--- config.mk ---
export PLATFORM = sky130hd
export DESIGN_NAME = pkt_switch
export DESIGN_NICKNAME = d
export VERILOG_FILES = /design/src/smartnic_lite_pkg.sv /design/src/axis_if.sv /design/src/switch_regs.sv /design/src/igr_router.sv /design/src/egr_arbiter.sv /design/src/pkt_switch.sv
export SDC_FILE = /design/constraint.sdc
export NUM_CORES = 1
export LEC_CHECK = 0
export BUFFER_PORTS_ARGS = -buffer_cell sky130_fd_sc_hd__buf_2
export CORE_AREA = 8 8 261 263
export CTS_CLUSTER_DIAMETER = 150
export DETAILED_ROUTE_END_ITERATION = 8
export DIE_AREA = 0 0 269 271
export PLACE_DENSITY = 0.59
export SETUP_SLACK_MARGIN = 0.5
export SYNTH_ARGS = -nofsm -noshare
export SYNTH_HDL_FRONTEND = slang
export SYNTH_SLANG_ARGS = --single-unit
--- constraint.sdc ---
create_clock -name clk -period 6.6 [get_ports clk]
set_input_delay 1.65 -clock clk [delete_from_list [all_inputs] [get_ports clk]]
set_output_delay 1.65 -clock clk [all_outputs]
set_load 0.03 [all_outputs]
--- src/smartnic_lite_pkg.sv ---
`default_nettype none

package smartnic_lite_pkg;

    // ======================================================================
    // Port numbering
    // ======================================================================

    // Ingress and egress share one numbering, 0/1 line side and 2/3 host side
    localparam int NUM_PORTS = 4;

    typedef logic [1:0] port_t;

    // ======================================================================
    // Register map
    // ======================================================================

    localparam int REG_ADDR_W = 4;
    localparam int REG_DATA_W = 32;

    // Override enables in the low nibble, four 2-bit destinations above
    localparam logic [REG_ADDR_W-1:0] ADDR_OVERRIDE = 4'd0;
    localparam int OVR_EN_LSB   = 0;
    localparam int OVR_DEST_LSB = 4;

    // Egress enable mask
    localparam logic [REG_ADDR_W-1:0] ADDR_EGR_ENABLE = 4'd1;

    // Drop counters of ingress 0..3 at consecutive addresses, read only
    localparam logic [REG_ADDR_W-1:0] ADDR_DROP_BASE = 4'd2;

    localparam int DROP_CNT_W = 16;

    // ======================================================================
    // Reset values
    // ======================================================================

    localparam logic [REG_DATA_W-1:0] OVERRIDE_RST = '0;

    // Every egress port starts enabled
    localparam logic [NUM_PORTS-1:0] EGR_ENABLE_RST = '1;

endpackage

`default_nettype wire

--- src/axis_if.sv ---
`timescale 1ns/1ns
`default_nettype none

// Packet stream between blocks of the switch
interface axis_if #(
    parameter int DATA_BYTE_WID = 8
);

    logic                          tvalid;
    logic                          tready;
    logic [DATA_BYTE_WID*8-1:0]    tdata;
    logic [DATA_BYTE_WID-1:0]      tkeep;
    logic                          tlast;
    smartnic_lite_pkg::port_t      tid;
    smartnic_lite_pkg::port_t      tdest;

    // Transmitting side
    modport source (
        output tvalid, tdata, tkeep, tlast, tid, tdest,
        input  tready
    );

    // Receiving side
    modport sink (
        input  tvalid, tdata, tkeep, tlast, tid, tdest,
        output tready
    );

endinterface

`default_nettype wire

--- src/switch_regs.sv ---
`timescale 1ns/1ns
`default_nettype none

module switch_regs (
    input  logic                                        clk,
    input  logic                                        rst_n,
    input  logic                                        reg_wr_en,
    input  logic                                        reg_rd_en,
    input  logic [smartnic_lite_pkg::REG_ADDR_W-1:0]    reg_addr,
    input  logic [smartnic_lite_pkg::REG_DATA_W-1:0]    reg_wr_data,
    output logic [smartnic_lite_pkg::REG_DATA_W-1:0]    reg_rd_data,
    output logic [smartnic_lite_pkg::NUM_PORTS-1:0]     override_en,
    output smartnic_lite_pkg::port_t [smartnic_lite_pkg::NUM_PORTS-1:0] override_dest,
    output logic [smartnic_lite_pkg::NUM_PORTS-1:0]     egr_enable,
    input  logic [smartnic_lite_pkg::NUM_PORTS-1:0]     drop_pulse
);

    logic [smartnic_lite_pkg::DROP_CNT_W-1:0] drop_cnt [smartnic_lite_pkg::NUM_PORTS];

    logic [smartnic_lite_pkg::REG_ADDR_W-1:0] cnt_offset;
    logic                                     cnt_hit;
    logic [smartnic_lite_pkg::REG_DATA_W-1:0] rd_mux;

    // ======================================================================
    // Configuration registers
    // ======================================================================

    always_ff @(posedge clk or negedge rst_n) begin
        if (!rst_n) begin
            override_en   <= smartnic_lite_pkg::OVERRIDE_RST[
                                 smartnic_lite_pkg::OVR_EN_LSB +: smartnic_lite_pkg::NUM_PORTS];
            override_dest <= smartnic_lite_pkg::OVERRIDE_RST[
                                 smartnic_lite_pkg::OVR_DEST_LSB +: $bits(override_dest)];
            egr_enable    <= smartnic_lite_pkg::EGR_ENABLE_RST;
        end else if (reg_wr_en) begin
            // Counter addresses fall through and are not writable
            if (reg_addr == smartnic_lite_pkg::ADDR_OVERRIDE) begin
                override_en   <= reg_wr_data[
                                     smartnic_lite_pkg::OVR_EN_LSB +: smartnic_lite_pkg::NUM_PORTS];
                override_dest <= reg_wr_data[
                                     smartnic_lite_pkg::OVR_DEST_LSB +: $bits(override_dest)];
            end else if (reg_addr == smartnic_lite_pkg::ADDR_EGR_ENABLE) begin
                egr_enable <= reg_wr_data[smartnic_lite_pkg::NUM_PORTS-1:0];
            end
        end
    end

    // ======================================================================
    // Drop counters
    // ======================================================================

    // Saturate at all ones
    always_ff @(posedge clk or negedge rst_n) begin
        if (!rst_n) begin
            for (int i = 0; i < smartnic_lite_pkg::NUM_PORTS; i++) begin
                drop_cnt[i] <= '0;
            end
        end else begin
            for (int i = 0; i < smartnic_lite_pkg::NUM_PORTS; i++) begin
                if (drop_pulse[i] && (drop_cnt[i] != '1)) begin
                    drop_cnt[i] <= drop_cnt[i] + 1'b1;
                end
            end
        end
    end

    // ======================================================================
    // Read path
    // ======================================================================

    assign cnt_offset = reg_addr - smartnic_lite_pkg::ADDR_DROP_BASE;
    assign cnt_hit    = (reg_addr >= smartnic_lite_pkg::ADDR_DROP_BASE) &&
                        (cnt_offset < smartnic_lite_pkg::NUM_PORTS);

    always_comb begin
        rd_mux = '0;
        if (reg_addr == smartnic_lite_pkg::ADDR_OVERRIDE) begin
            rd_mux[smartnic_lite_pkg::OVR_EN_LSB +: smartnic_lite_pkg::NUM_PORTS] = override_en;
            rd_mux[smartnic_lite_pkg::OVR_DEST_LSB +: $bits(override_dest)]      = override_dest;
        end else if (reg_addr == smartnic_lite_pkg::ADDR_EGR_ENABLE) begin
            rd_mux[smartnic_lite_pkg::NUM_PORTS-1:0] = egr_enable;
        end else if (cnt_hit) begin
            rd_mux[smartnic_lite_pkg::DROP_CNT_W-1:0] =
                drop_cnt[smartnic_lite_pkg::port_t'(cnt_offset)];
        end
    end

    // Data lands one cycle after the strobe and holds until the next read
    always_ff @(posedge clk) begin
        if (reg_rd_en) begin
            reg_rd_data <= rd_mux;
        end
    end

endmodule

`default_nettype wire

--- src/igr_router.sv ---
`timescale 1ns/1ns
`default_nettype none

module igr_router #(
    parameter int DATA_BYTE_WID = 8
) (
    input  logic                                    clk,
    input  logic                                    rst_n,
    input  smartnic_lite_pkg::port_t                port_id,
    axis_if.sink                                    axis_in,
    axis_if.source                                  axis_out,
    input  logic                                    override_en,
    input  smartnic_lite_pkg::port_t                override_dest,
    input  logic [smartnic_lite_pkg::NUM_PORTS-1:0] egr_enable,
    output logic                                    drop_pulse
);

    logic                       in_pkt;
    smartnic_lite_pkg::port_t   hold_dest;
    logic                       hold_drop;

    smartnic_lite_pkg::port_t   first_dest;
    logic                       first_drop;
    smartnic_lite_pkg::port_t   cur_dest;
    logic                       cur_drop;
    logic                       xfer;

    logic [DATA_BYTE_WID*8-1:0] beat_data;
    logic [DATA_BYTE_WID-1:0]   beat_keep;

    // ======================================================================
    // Destination decision
    // ======================================================================

    // Resolved from the head beat; the override wins over tdest
    assign first_dest = override_en ? override_dest : axis_in.tdest;
    assign first_drop = !egr_enable[first_dest];

    // Held values take over once the head beat has been seen
    assign cur_dest = in_pkt ? hold_dest : first_dest;
    assign cur_drop = in_pkt ? hold_drop : first_drop;

    // Freeze the decision on the first valid cycle, not the first transfer,
    // so a stalled head beat cannot change its destination
    always_ff @(posedge clk or negedge rst_n) begin
        if (!rst_n) begin
            in_pkt    <= 1'b0;
            hold_dest <= '0;
            hold_drop <= 1'b0;
        end else if (xfer && axis_in.tlast) begin
            in_pkt <= 1'b0;
        end else if (axis_in.tvalid && !in_pkt) begin
            in_pkt    <= 1'b1;
            hold_dest <= first_dest;
            hold_drop <= first_drop;
        end
    end

    // ======================================================================
    // Stream path
    // ======================================================================

    assign beat_data = axis_in.tdata;
    assign beat_keep = axis_in.tkeep;

    assign axis_out.tvalid = axis_in.tvalid && !cur_drop;
    assign axis_out.tdata  = beat_data;
    assign axis_out.tkeep  = beat_keep;
    assign axis_out.tlast  = axis_in.tlast;
    assign axis_out.tid    = port_id;
    assign axis_out.tdest  = cur_dest;

    // Dropped packets are sunk at full rate
    assign axis_in.tready = cur_drop || axis_out.tready;

    assign xfer = axis_in.tvalid && axis_in.tready;

    // One pulse per dropped packet, on its last beat
    assign drop_pulse = xfer && axis_in.tlast && cur_drop;

endmodule

`default_nettype wire

--- src/egr_arbiter.sv ---
`timescale 1ns/1ns
`default_nettype none

module egr_arbiter #(
    parameter int DATA_BYTE_WID = 8
) (
    input  logic                                    clk,
    input  logic                                    rst_n,
    input  smartnic_lite_pkg::port_t                port_id,
    axis_if.sink                                    req [smartnic_lite_pkg::NUM_PORTS],
    output logic [smartnic_lite_pkg::NUM_PORTS-1:0] grant,
    axis_if.source                                  axis_out
);

    // Flattened copies of the router streams, indexable by a variable
    logic [DATA_BYTE_WID*8-1:0]     req_tdata  [smartnic_lite_pkg::NUM_PORTS];
    logic [DATA_BYTE_WID-1:0]       req_tkeep  [smartnic_lite_pkg::NUM_PORTS];
    logic                           req_tlast  [smartnic_lite_pkg::NUM_PORTS];
    smartnic_lite_pkg::port_t       req_tid    [smartnic_lite_pkg::NUM_PORTS];
    logic [smartnic_lite_pkg::NUM_PORTS-1:0] req_hit;

    logic                           locked;
    smartnic_lite_pkg::port_t       owner;
    smartnic_lite_pkg::port_t       rr_ptr;

    smartnic_lite_pkg::port_t       pick;
    logic                           pick_ok;
    smartnic_lite_pkg::port_t       sel;
    logic                           pkt_done;

    for (genvar i = 0; i < smartnic_lite_pkg::NUM_PORTS; i++) begin : g_req
        assign req_tdata[i]  = req[i].tdata;
        assign req_tkeep[i]  = req[i].tkeep;
        assign req_tlast[i]  = req[i].tlast;
        assign req_tid[i]    = req[i].tid;
        // Only beats aimed at this egress count as requests
        assign req_hit[i]    = req[i].tvalid && (req[i].tdest == port_id);
    end

    // ======================================================================
    // Round-robin pick
    // ======================================================================

    // Search starts at the port after the last winner
    always_comb begin
        smartnic_lite_pkg::port_t idx;
        pick    = rr_ptr;
        pick_ok = 1'b0;
        for (int k = 0; k < smartnic_lite_pkg::NUM_PORTS; k++) begin
            idx = smartnic_lite_pkg::port_t'(rr_ptr + k);
            if (!pick_ok && req_hit[idx]) begin
                pick    = idx;
                pick_ok = 1'b1;
            end
        end
    end

    assign sel      = locked ? owner : pick;
    assign pkt_done = axis_out.tvalid && axis_out.tready && axis_out.tlast;

    // Lock on the pick even if the head beat stalls, so the output holds
    always_ff @(posedge clk or negedge rst_n) begin
        if (!rst_n) begin
            locked <= 1'b0;
            owner  <= '0;
            rr_ptr <= '0;
        end else if (pkt_done) begin
            locked <= 1'b0;
            rr_ptr <= sel + 1'b1;
        end else if (!locked && pick_ok) begin
            locked <= 1'b1;
            owner  <= pick;
        end
    end

    always_comb begin
        grant = '0;
        if (locked || pick_ok) begin
            grant[sel] = 1'b1;
        end
    end

    // ======================================================================
    // Output multiplexer
    // ======================================================================

    assign axis_out.tvalid = req_hit[sel];
    assign axis_out.tdata  = req_tdata[sel];
    assign axis_out.tkeep  = req_tkeep[sel];
    assign axis_out.tlast  = req_tlast[sel];
    assign axis_out.tid    = req_tid[sel];
    assign axis_out.tdest  = port_id;

endmodule

`default_nettype wire

--- src/pkt_switch.sv ---
`timescale 1ns/1ns
`default_nettype none

module pkt_switch #(
    parameter int DATA_BYTE_WID = 8
) (
    input  logic                                        clk,
    input  logic                                        rst_n,

    // Register port
    input  logic                                        reg_wr_en,
    input  logic                                        reg_rd_en,
    input  logic [smartnic_lite_pkg::REG_ADDR_W-1:0]    reg_addr,
    input  logic [smartnic_lite_pkg::REG_DATA_W-1:0]    reg_wr_data,
    output logic [smartnic_lite_pkg::REG_DATA_W-1:0]    reg_rd_data,

    // Ingress, 0/1 line side and 2/3 host to card
    input  logic [smartnic_lite_pkg::NUM_PORTS-1:0]     in_tvalid,
    output logic [smartnic_lite_pkg::NUM_PORTS-1:0]     in_tready,
    input  logic [smartnic_lite_pkg::NUM_PORTS-1:0][DATA_BYTE_WID*8-1:0] in_tdata,
    input  logic [smartnic_lite_pkg::NUM_PORTS-1:0][DATA_BYTE_WID-1:0]   in_tkeep,
    input  logic [smartnic_lite_pkg::NUM_PORTS-1:0]     in_tlast,
    input  smartnic_lite_pkg::port_t [smartnic_lite_pkg::NUM_PORTS-1:0]  in_tdest,

    // Egress, 0/1 line side and 2/3 card to host
    output logic [smartnic_lite_pkg::NUM_PORTS-1:0]     out_tvalid,
    input  logic [smartnic_lite_pkg::NUM_PORTS-1:0]     out_tready,
    output logic [smartnic_lite_pkg::NUM_PORTS-1:0][DATA_BYTE_WID*8-1:0] out_tdata,
    output logic [smartnic_lite_pkg::NUM_PORTS-1:0][DATA_BYTE_WID-1:0]   out_tkeep,
    output logic [smartnic_lite_pkg::NUM_PORTS-1:0]     out_tlast,
    output smartnic_lite_pkg::port_t [smartnic_lite_pkg::NUM_PORTS-1:0]  out_tid
);

    axis_if #(.DATA_BYTE_WID(DATA_BYTE_WID)) in_if  [smartnic_lite_pkg::NUM_PORTS] ();
    axis_if #(.DATA_BYTE_WID(DATA_BYTE_WID)) rt_if  [smartnic_lite_pkg::NUM_PORTS] ();
    axis_if #(.DATA_BYTE_WID(DATA_BYTE_WID)) out_if [smartnic_lite_pkg::NUM_PORTS] ();

    logic [smartnic_lite_pkg::NUM_PORTS-1:0]    override_en;
    smartnic_lite_pkg::port_t [smartnic_lite_pkg::NUM_PORTS-1:0] override_dest;
    logic [smartnic_lite_pkg::NUM_PORTS-1:0]    egr_enable;
    logic [smartnic_lite_pkg::NUM_PORTS-1:0]    drop_pulse;

    // Row per arbiter, one grant bit per router
    logic [smartnic_lite_pkg::NUM_PORTS-1:0]    arb_grant [smartnic_lite_pkg::NUM_PORTS];

    switch_regs u_regs (
        .clk           (clk),
        .rst_n         (rst_n),
        .reg_wr_en     (reg_wr_en),
        .reg_rd_en     (reg_rd_en),
        .reg_addr      (reg_addr),
        .reg_wr_data   (reg_wr_data),
        .reg_rd_data   (reg_rd_data),
        .override_en   (override_en),
        .override_dest (override_dest),
        .egr_enable    (egr_enable),
        .drop_pulse    (drop_pulse)
    );

    // ======================================================================
    // Ingress routers
    // ======================================================================

    for (genvar i = 0; i < smartnic_lite_pkg::NUM_PORTS; i++) begin : g_igr
        assign in_if[i].tvalid = in_tvalid[i];
        assign in_if[i].tdata  = in_tdata[i];
        assign in_if[i].tkeep  = in_tkeep[i];
        assign in_if[i].tlast  = in_tlast[i];
        assign in_if[i].tdest  = in_tdest[i];
        // No tid on the ingress pins
        assign in_if[i].tid    = '0;
        assign in_tready[i]    = in_if[i].tready;

        igr_router #(.DATA_BYTE_WID(DATA_BYTE_WID)) u_router (
            .clk           (clk),
            .rst_n         (rst_n),
            .port_id       (smartnic_lite_pkg::port_t'(i)),
            .axis_in       (in_if[i]),
            .axis_out      (rt_if[i]),
            .override_en   (override_en[i]),
            .override_dest (override_dest[i]),
            .egr_enable    (egr_enable),
            .drop_pulse    (drop_pulse[i])
        );
    end

    // ======================================================================
    // Egress arbiters
    // ======================================================================

    for (genvar e = 0; e < smartnic_lite_pkg::NUM_PORTS; e++) begin : g_egr
        egr_arbiter #(.DATA_BYTE_WID(DATA_BYTE_WID)) u_arb (
            .clk      (clk),
            .rst_n    (rst_n),
            .port_id  (smartnic_lite_pkg::port_t'(e)),
            .req      (rt_if),
            .grant    (arb_grant[e]),
            .axis_out (out_if[e])
        );

        assign out_if[e].tready = out_tready[e];
        assign out_tvalid[e]    = out_if[e].tvalid;
        assign out_tdata[e]     = out_if[e].tdata;
        assign out_tkeep[e]     = out_if[e].tkeep;
        assign out_tlast[e]     = out_if[e].tlast;
        assign out_tid[e]       = out_if[e].tid;
    end

    // A router moves only when the egress that granted it is ready
    for (genvar j = 0; j < smartnic_lite_pkg::NUM_PORTS; j++) begin : g_ready
        logic [smartnic_lite_pkg::NUM_PORTS-1:0] granted_ready;

        for (genvar e = 0; e < smartnic_lite_pkg::NUM_PORTS; e++) begin : g_col
            assign granted_ready[e] = arb_grant[e][j] && out_tready[e];
        end

        assign rt_if[j].tready = |granted_ready;
    end

endmodule

`default_nettype wire

* Word-level counts from Yosys, hierarchy flattened *
Cells that the tools add are included.

cells by class
  add/subtract/negate cells = 21
  multipliers = 0
  div/mod/pow operators = 0
  order comparisons = 35
  equal/unequal tests = 17
  shift operators = 0
  multiplexer cells = 175
  bitwise logic cells = 15
  reduce and logical (&&, ||, !) cells = 149

operator list
  kind                                                                  number
  64-bit binary-select mux with 2-bit select                            4
  64-bit two-way mux                                                    8
  1-bit logical AND                                                     85
  2-bit by 3-bit < comparator with 1-bit output, second input constant  24
  1-bit two-way mux                                                     72
  8-bit two-way mux                                                     9
  16-bit by 1-bit adder with 16-bit output, second input constant       4
  8-bit binary-select mux with 2-bit select                             4
  2-bit two-way mux                                                     32
  16-bit != test, second input constant                                 4
  1-bit binary-select mux with 2-bit select                             28
  16-bit binary-select mux with 2-bit select                            1
  16-bit two-way mux                                                    2
  1-bit logical NOT                                                     28
  12-bit two-way mux                                                    2
  4-bit two-way mux                                                     5
  2-bit AND reduction                                                   9
  2-bit by 1-bit adder with 2-bit output, second input constant         8
  2-bit adder, second input constant                                    8
  2-bit binary-select mux with 2-bit select                             4
  2-bit == test, second input constant                                  8
  2-bit nonzero test                                                    8
  4-bit OR reduction                                                    4
  3-bit >= comparator, second input constant                            5
  other kinds (14)                                                      46

storage, ports and cells
  bits in registers = 132
  latch bits = 0
  memory bits (writable) = 0
  bits in read-only memories = 0
  bits of input ports = 348
  output and inout port bits = 340
  logic and storage cells = 448
  memories = 0

* Depth between registers and ports, before layout *
  word-level depth = 33
  mapped depth = 16
  gate-level depth less buffers = 11

* Worst setup path before layout *
OpenSTA, ideal clock, no wires.

  path type = input to output
  from = input in_tdest[4] (netlist name)
  to = output out_tdata[182] (netlist name)
  arrival = 5,150 ps
  data required time = 4,950 ps
  slack = -200 ps
  cell stages on the path = 13
  cell sequence = mux2_4 -> mux4_2 -> a22o_1 -> nand3_2 -> o22ai_1 -> a211o_1 -> o21a_1 -> clkbuf_1 -> inv_2 -> clkbuf_1 -> clkbuf_1 -> nand2_1 -> a31oi_1

RTL lines
  element             line              RTL
  start: declaration  pkt_switch.sv:23  input smartnic_lite_pkg::port_t [smartnic_lite_pkg::NUM_PORTS-1:0] in_tdest,
  end: declaration    pkt_switch.sv:28  output logic [smartnic_lite_pkg::NUM_PORTS-1:0][DATA_BYTE_WID*8-1:0] out_tdata,

==> impl_metrics.toml <==
[critical_path]
critPathBufInv = 7
cp_max_fo = 9
critPathArrivalTime_ps = 4810
crit_path_frequent_cell = "sky130_fd_sc_hd__buf_6"
timing.critical_path.required_ps = 4950
worstSetupPathType = "in -> out"
path_cells = "buf_6 > mux2_4 > mux4_2 > mux2_4 > buf_6 > buf_6 > nand2b_4 > o311ai_4 > o221a_4 > buf_6 > clkbuf_16 > buf_16 > nor2b_2 > a211oi_2 > a21oi_2 > buf_6"
worstSetupStartpointType = "primary input"
critical-path-slowest-cell = "sky130_fd_sc_hd__mux4_2"
critical_path.endpoint_type = "output pin"
critical-path-top-delay-family = "multiplexers"
critPathMaxStageDelay_ps = 480

[sta]
maxClockFrequency_mhz = 154.8
timing.clock.skew_ps = 15.23
maxSlewViolCount = 0
final_critical_path_setup_slack_ps = 140.4
final_hold_viol_count = 0
slew-limit-headroom_pct = 31.98
setup_viol_count_final = 0
tightestPinTransition_ps = 1020
period_share_pct = 97.87
period_needed_ps = 6460
grt_setup_unrepaired = "true"

[logic_synthesis]
ys_warn_count = 0
dominantRegCellSynth = "sky130_fd_sc_hd__dfrtp_1"
netlist.area_leader.share_pct = 16.64
yosysSeqAreaShare_pct = 20.11
syn-cell-area_mm2 = 0.01684
ys_seq_elements = 132
synthesis.area_per_instance_um2 = 8.079
postSynth.asyncResetShare_pct = 87.88
number_of_flops_mapped_to_enable_cells_by_yosys = 16
netlist.top_cell.by_area = "sky130_fd_sc_hd__dfrtp_1"
synth_cell_type_count = 75
yosys-top-cells-area = "sky130_fd_sc_hd__dfrtp_1, sky130_fd_sc_hd__mux4_2, sky130_fd_sc_hd__mux2i_1"
number_of_instances_in_the_synthesized_netlist = 2085

[global_routing]
grt_max_degree = 77
grt_antenna_before_repair = 32
via_count_of_the_first_global_routing_pass = 20260
global_route.overflow_total = 0
global_route_wire_length_before_repair_mm = 142.5
gr-usage-all-layers_pct = 26.07

[cts]
clock_latency_ps = 440
cts_root_buf = "sky130_fd_sc_hd__clkbuf_16"
clk_pin_slew_ps = 80
cts_sinks = 132
cts_tree = "built"
cts-htree-levels = 4
clock_path_buffers = 2
cts_inserted_buffers = 17

[routing]
vias = 22290
route.detailed.drc = 0
drt-total-wl_mm = 115.3
route.detailed.wl_per_inst_um = 29.96
pre_repair_dr_iteration_count = 7
final_antenna_net_count = 0
vias_per_cell = 5.791
drt_iter0_markers = 2196

[job]
max_cap_violations = 0

[place]
routability_cong = 0.9854
post-dp-hpwl_mm = 76.54
place_ws_ps = -78.08
placement.io_buffers = 651

[die]
floorplan.rows = 93
dieArea_mm2 = 0.07290
die_h_um = 271
die_width_um = 269
design.core.area_mm2 = 0.06388
start_util_pct = 26.37
boundary_pins = 688

[final_layout]
drive_above_1_share_pct = 64.06
nets = 3313
area_growth_syn_to_layout_pct = 94.95

[run_status]
outcome = "complete, no violations"

[hold_path]
worst_hold_path_type = "reg -> reg"
==> worst paths after layout <==
path                                                        to                   from  slack [ps]  depth (start not counted)
worst min-delay path                       u_regs.drop_cnt[10]    u_regs.drop_cnt[10]         490                          1
worst max-delay path                             out_tdata[72]            in_tdest[6]         140                         16
worst max register to register  g_igr[2].u_router.hold_dest[0]  u_regs.override_en[1]        2480                         13
max in group asynchronous                g_egr[0].u_arb.locked                  rst_n        4000                          2
min in group asynchronous                   u_regs.drop_cnt[6]                  rst_n        1330                          1
worst min register to register             u_regs.drop_cnt[10]    u_regs.drop_cnt[10]         490                          1
==> per-stage QoR <==
step	area, um^2	TNS [ps]	hold WS [ps]	util [%]	std cells
CTS	27610	0	495.9	43.21	3708
finish	32840	0	488.8	51.41	3849
floorplan	19170	0	450.4	-	2100
global route	32820	0	521.8	51.37	3841
detailed placement	24560	-1041	482.9	38.45	3598
global placement	24560	-1266	473.8	38.45	3598
==> registers in the layout, summed over array words and instances (netlist names) <==
name / flops
u_regs.drop_cnt: 64
u_regs.reg_rd_data: 16
g_egr.u_arb.owner: 8
g_egr.u_arb.rr_ptr: 8
g_igr.u_router.hold_dest: 8
u_regs.override_dest: 8
g_egr.u_arb.locked: 4
g_igr.u_router.hold_drop: 4
g_igr.u_router.in_pkt: 4
u_regs.egr_enable: 4
u_regs.override_en: 4
==> repair_timing <==
action | 4_1_cts | 5_1_grt
hold buffers | 0 | 0
gates resized for setup | 344 | 1088
buffers inserted | 53 | 68
cloned | 25 | 51
endpoints found under the setup margin | 307 | 303
pin swaps | 26 | 146
==> cell families (layout without fill, tap and decap cells) <==
group / after synthesis / in the layout / share of synthesized area [%]
AO/OA/AOI/OAI: 448 / 449 / 16.94
buffers and inverters: 226 / 1097 / 5.935
other: 1 / 38 / 0.02226
XOR/XNOR: 63 / 63 / 3.276
flip-flops: 132 / 132 / 20.11
adder cells (fa/ha/maj): 6 / 6 / 0.4457
multiplexers: 378 / 378 / 30.35
AND/OR/NAND/NOR: 831 / 831 / 22.91
==> synth_stat cells (all sizes together), types with 3 or more instances <==
| library cell | n |
|---|---|
| mux2i | 168 |
| nor2 | 142 |
| nand3b | 3 |
| nor2b | 88 |
| o21ai | 30 |
| xor2 | 21 |
| nor3b | 4 |
| o41ai | 4 |
| mux4 | 93 |
| o31ai | 5 |
| o22ai | 4 |
| nand3 | 45 |
| nand4 | 15 |
| o211ai | 6 |
| or3 | 7 |
| inv | 31 |
| a41oi | 5 |
| nor4 | 7 |
| clkbuf | 108 |
| or2 | 8 |
| a31oi | 88 |
| o22a | 5 |
| a22oi | 3 |
| nand2 | 376 |
| xnor2 | 42 |
| a21o | 4 |
| o32ai | 3 |
| a211o | 4 |
| buf | 86 |
| edfxtp | 16 |
| o2111ai | 5 |
| dfstp | 4 |
| dfrtp | 112 |
| a21oi | 173 |
| and3 | 87 |
| o21a | 5 |
| ha | 6 |
| and2 | 5 |
| nor3 | 18 |
| mux2 | 117 |
| o221a | 3 |
| a211oi | 82 |
| nand2b | 20 |
==> layout by cell type (no fill, tap or decap), types with 16 or more instances in the layout <==
cell type,n
sky130_fd_sc_hd__nand2_4,23
sky130_fd_sc_hd__a211oi_1,26
sky130_fd_sc_hd__diode_2,22
sky130_fd_sc_hd__nand2b_1,17
sky130_fd_sc_hd__nor2b_1,51
sky130_fd_sc_hd__buf_2,370
sky130_fd_sc_hd__o21ai_0,23
sky130_fd_sc_hd__a211oi_2,48
sky130_fd_sc_hd__mux2_2,81
sky130_fd_sc_hd__a31oi_4,74
sky130_fd_sc_hd__nor2_4,64
sky130_fd_sc_hd__xnor2_1,42
sky130_fd_sc_hd__inv_1,27
sky130_fd_sc_hd__xor2_1,21
sky130_fd_sc_hd__nand2_2,64
sky130_fd_sc_hd__a21oi_1,22
sky130_fd_sc_hd__nor2b_4,22
sky130_fd_sc_hd__buf_4,192
sky130_fd_sc_hd__a21oi_2,80
sky130_fd_sc_hd__mux2i_1,136
sky130_fd_sc_hd__mux2_4,36
sky130_fd_sc_hd__a21oi_4,71
sky130_fd_sc_hd__mux2i_4,18
sky130_fd_sc_hd__buf_8,32
sky130_fd_sc_hd__nor2_2,17
sky130_fd_sc_hd__and3_4,50
sky130_fd_sc_hd__dfrtp_1,112
sky130_fd_sc_hd__and3_1,36
sky130_fd_sc_hd__buf_16,36
sky130_fd_sc_hd__buf_6,277
sky130_fd_sc_hd__nand2_1,289
sky130_fd_sc_hd__buf_12,76
sky130_fd_sc_hd__nor2_1,61
sky130_fd_sc_hd__edfxtp_1,16
sky130_fd_sc_hd__conb_1,16
sky130_fd_sc_hd__mux4_2,93
sky130_fd_sc_hd__clkbuf_16,52
sky130_fd_sc_hd__nand3_1,44
==> cell type report <==
cell class,instances,area (um^2)
Antenna cell,22,55.05
Clock buffer,17,425.4
Clock inverter,15,173.9
Fill cell,5564,31040
Inverter,32,175.2
Multi-Input combinational cell,1743,17020
Sequential cell,132,3388
Tap cell,855,1070
Timing Repair Buffer,1027,10400
Timing Repair inverter,6,136.4
==> layer usage <==
metal,GRT usage (%),up-vias,part of all wire [%]
li1,-,9427,-
met1,31.62,11100,38
met4,12.49,24,6.7
met3,8.573,439,10
met5,0,-,0.14
met2,41.16,1296,45
Power is not shown: default switching activity piles up to over one toggle a cycle in this logic, so the estimate is an artifact.
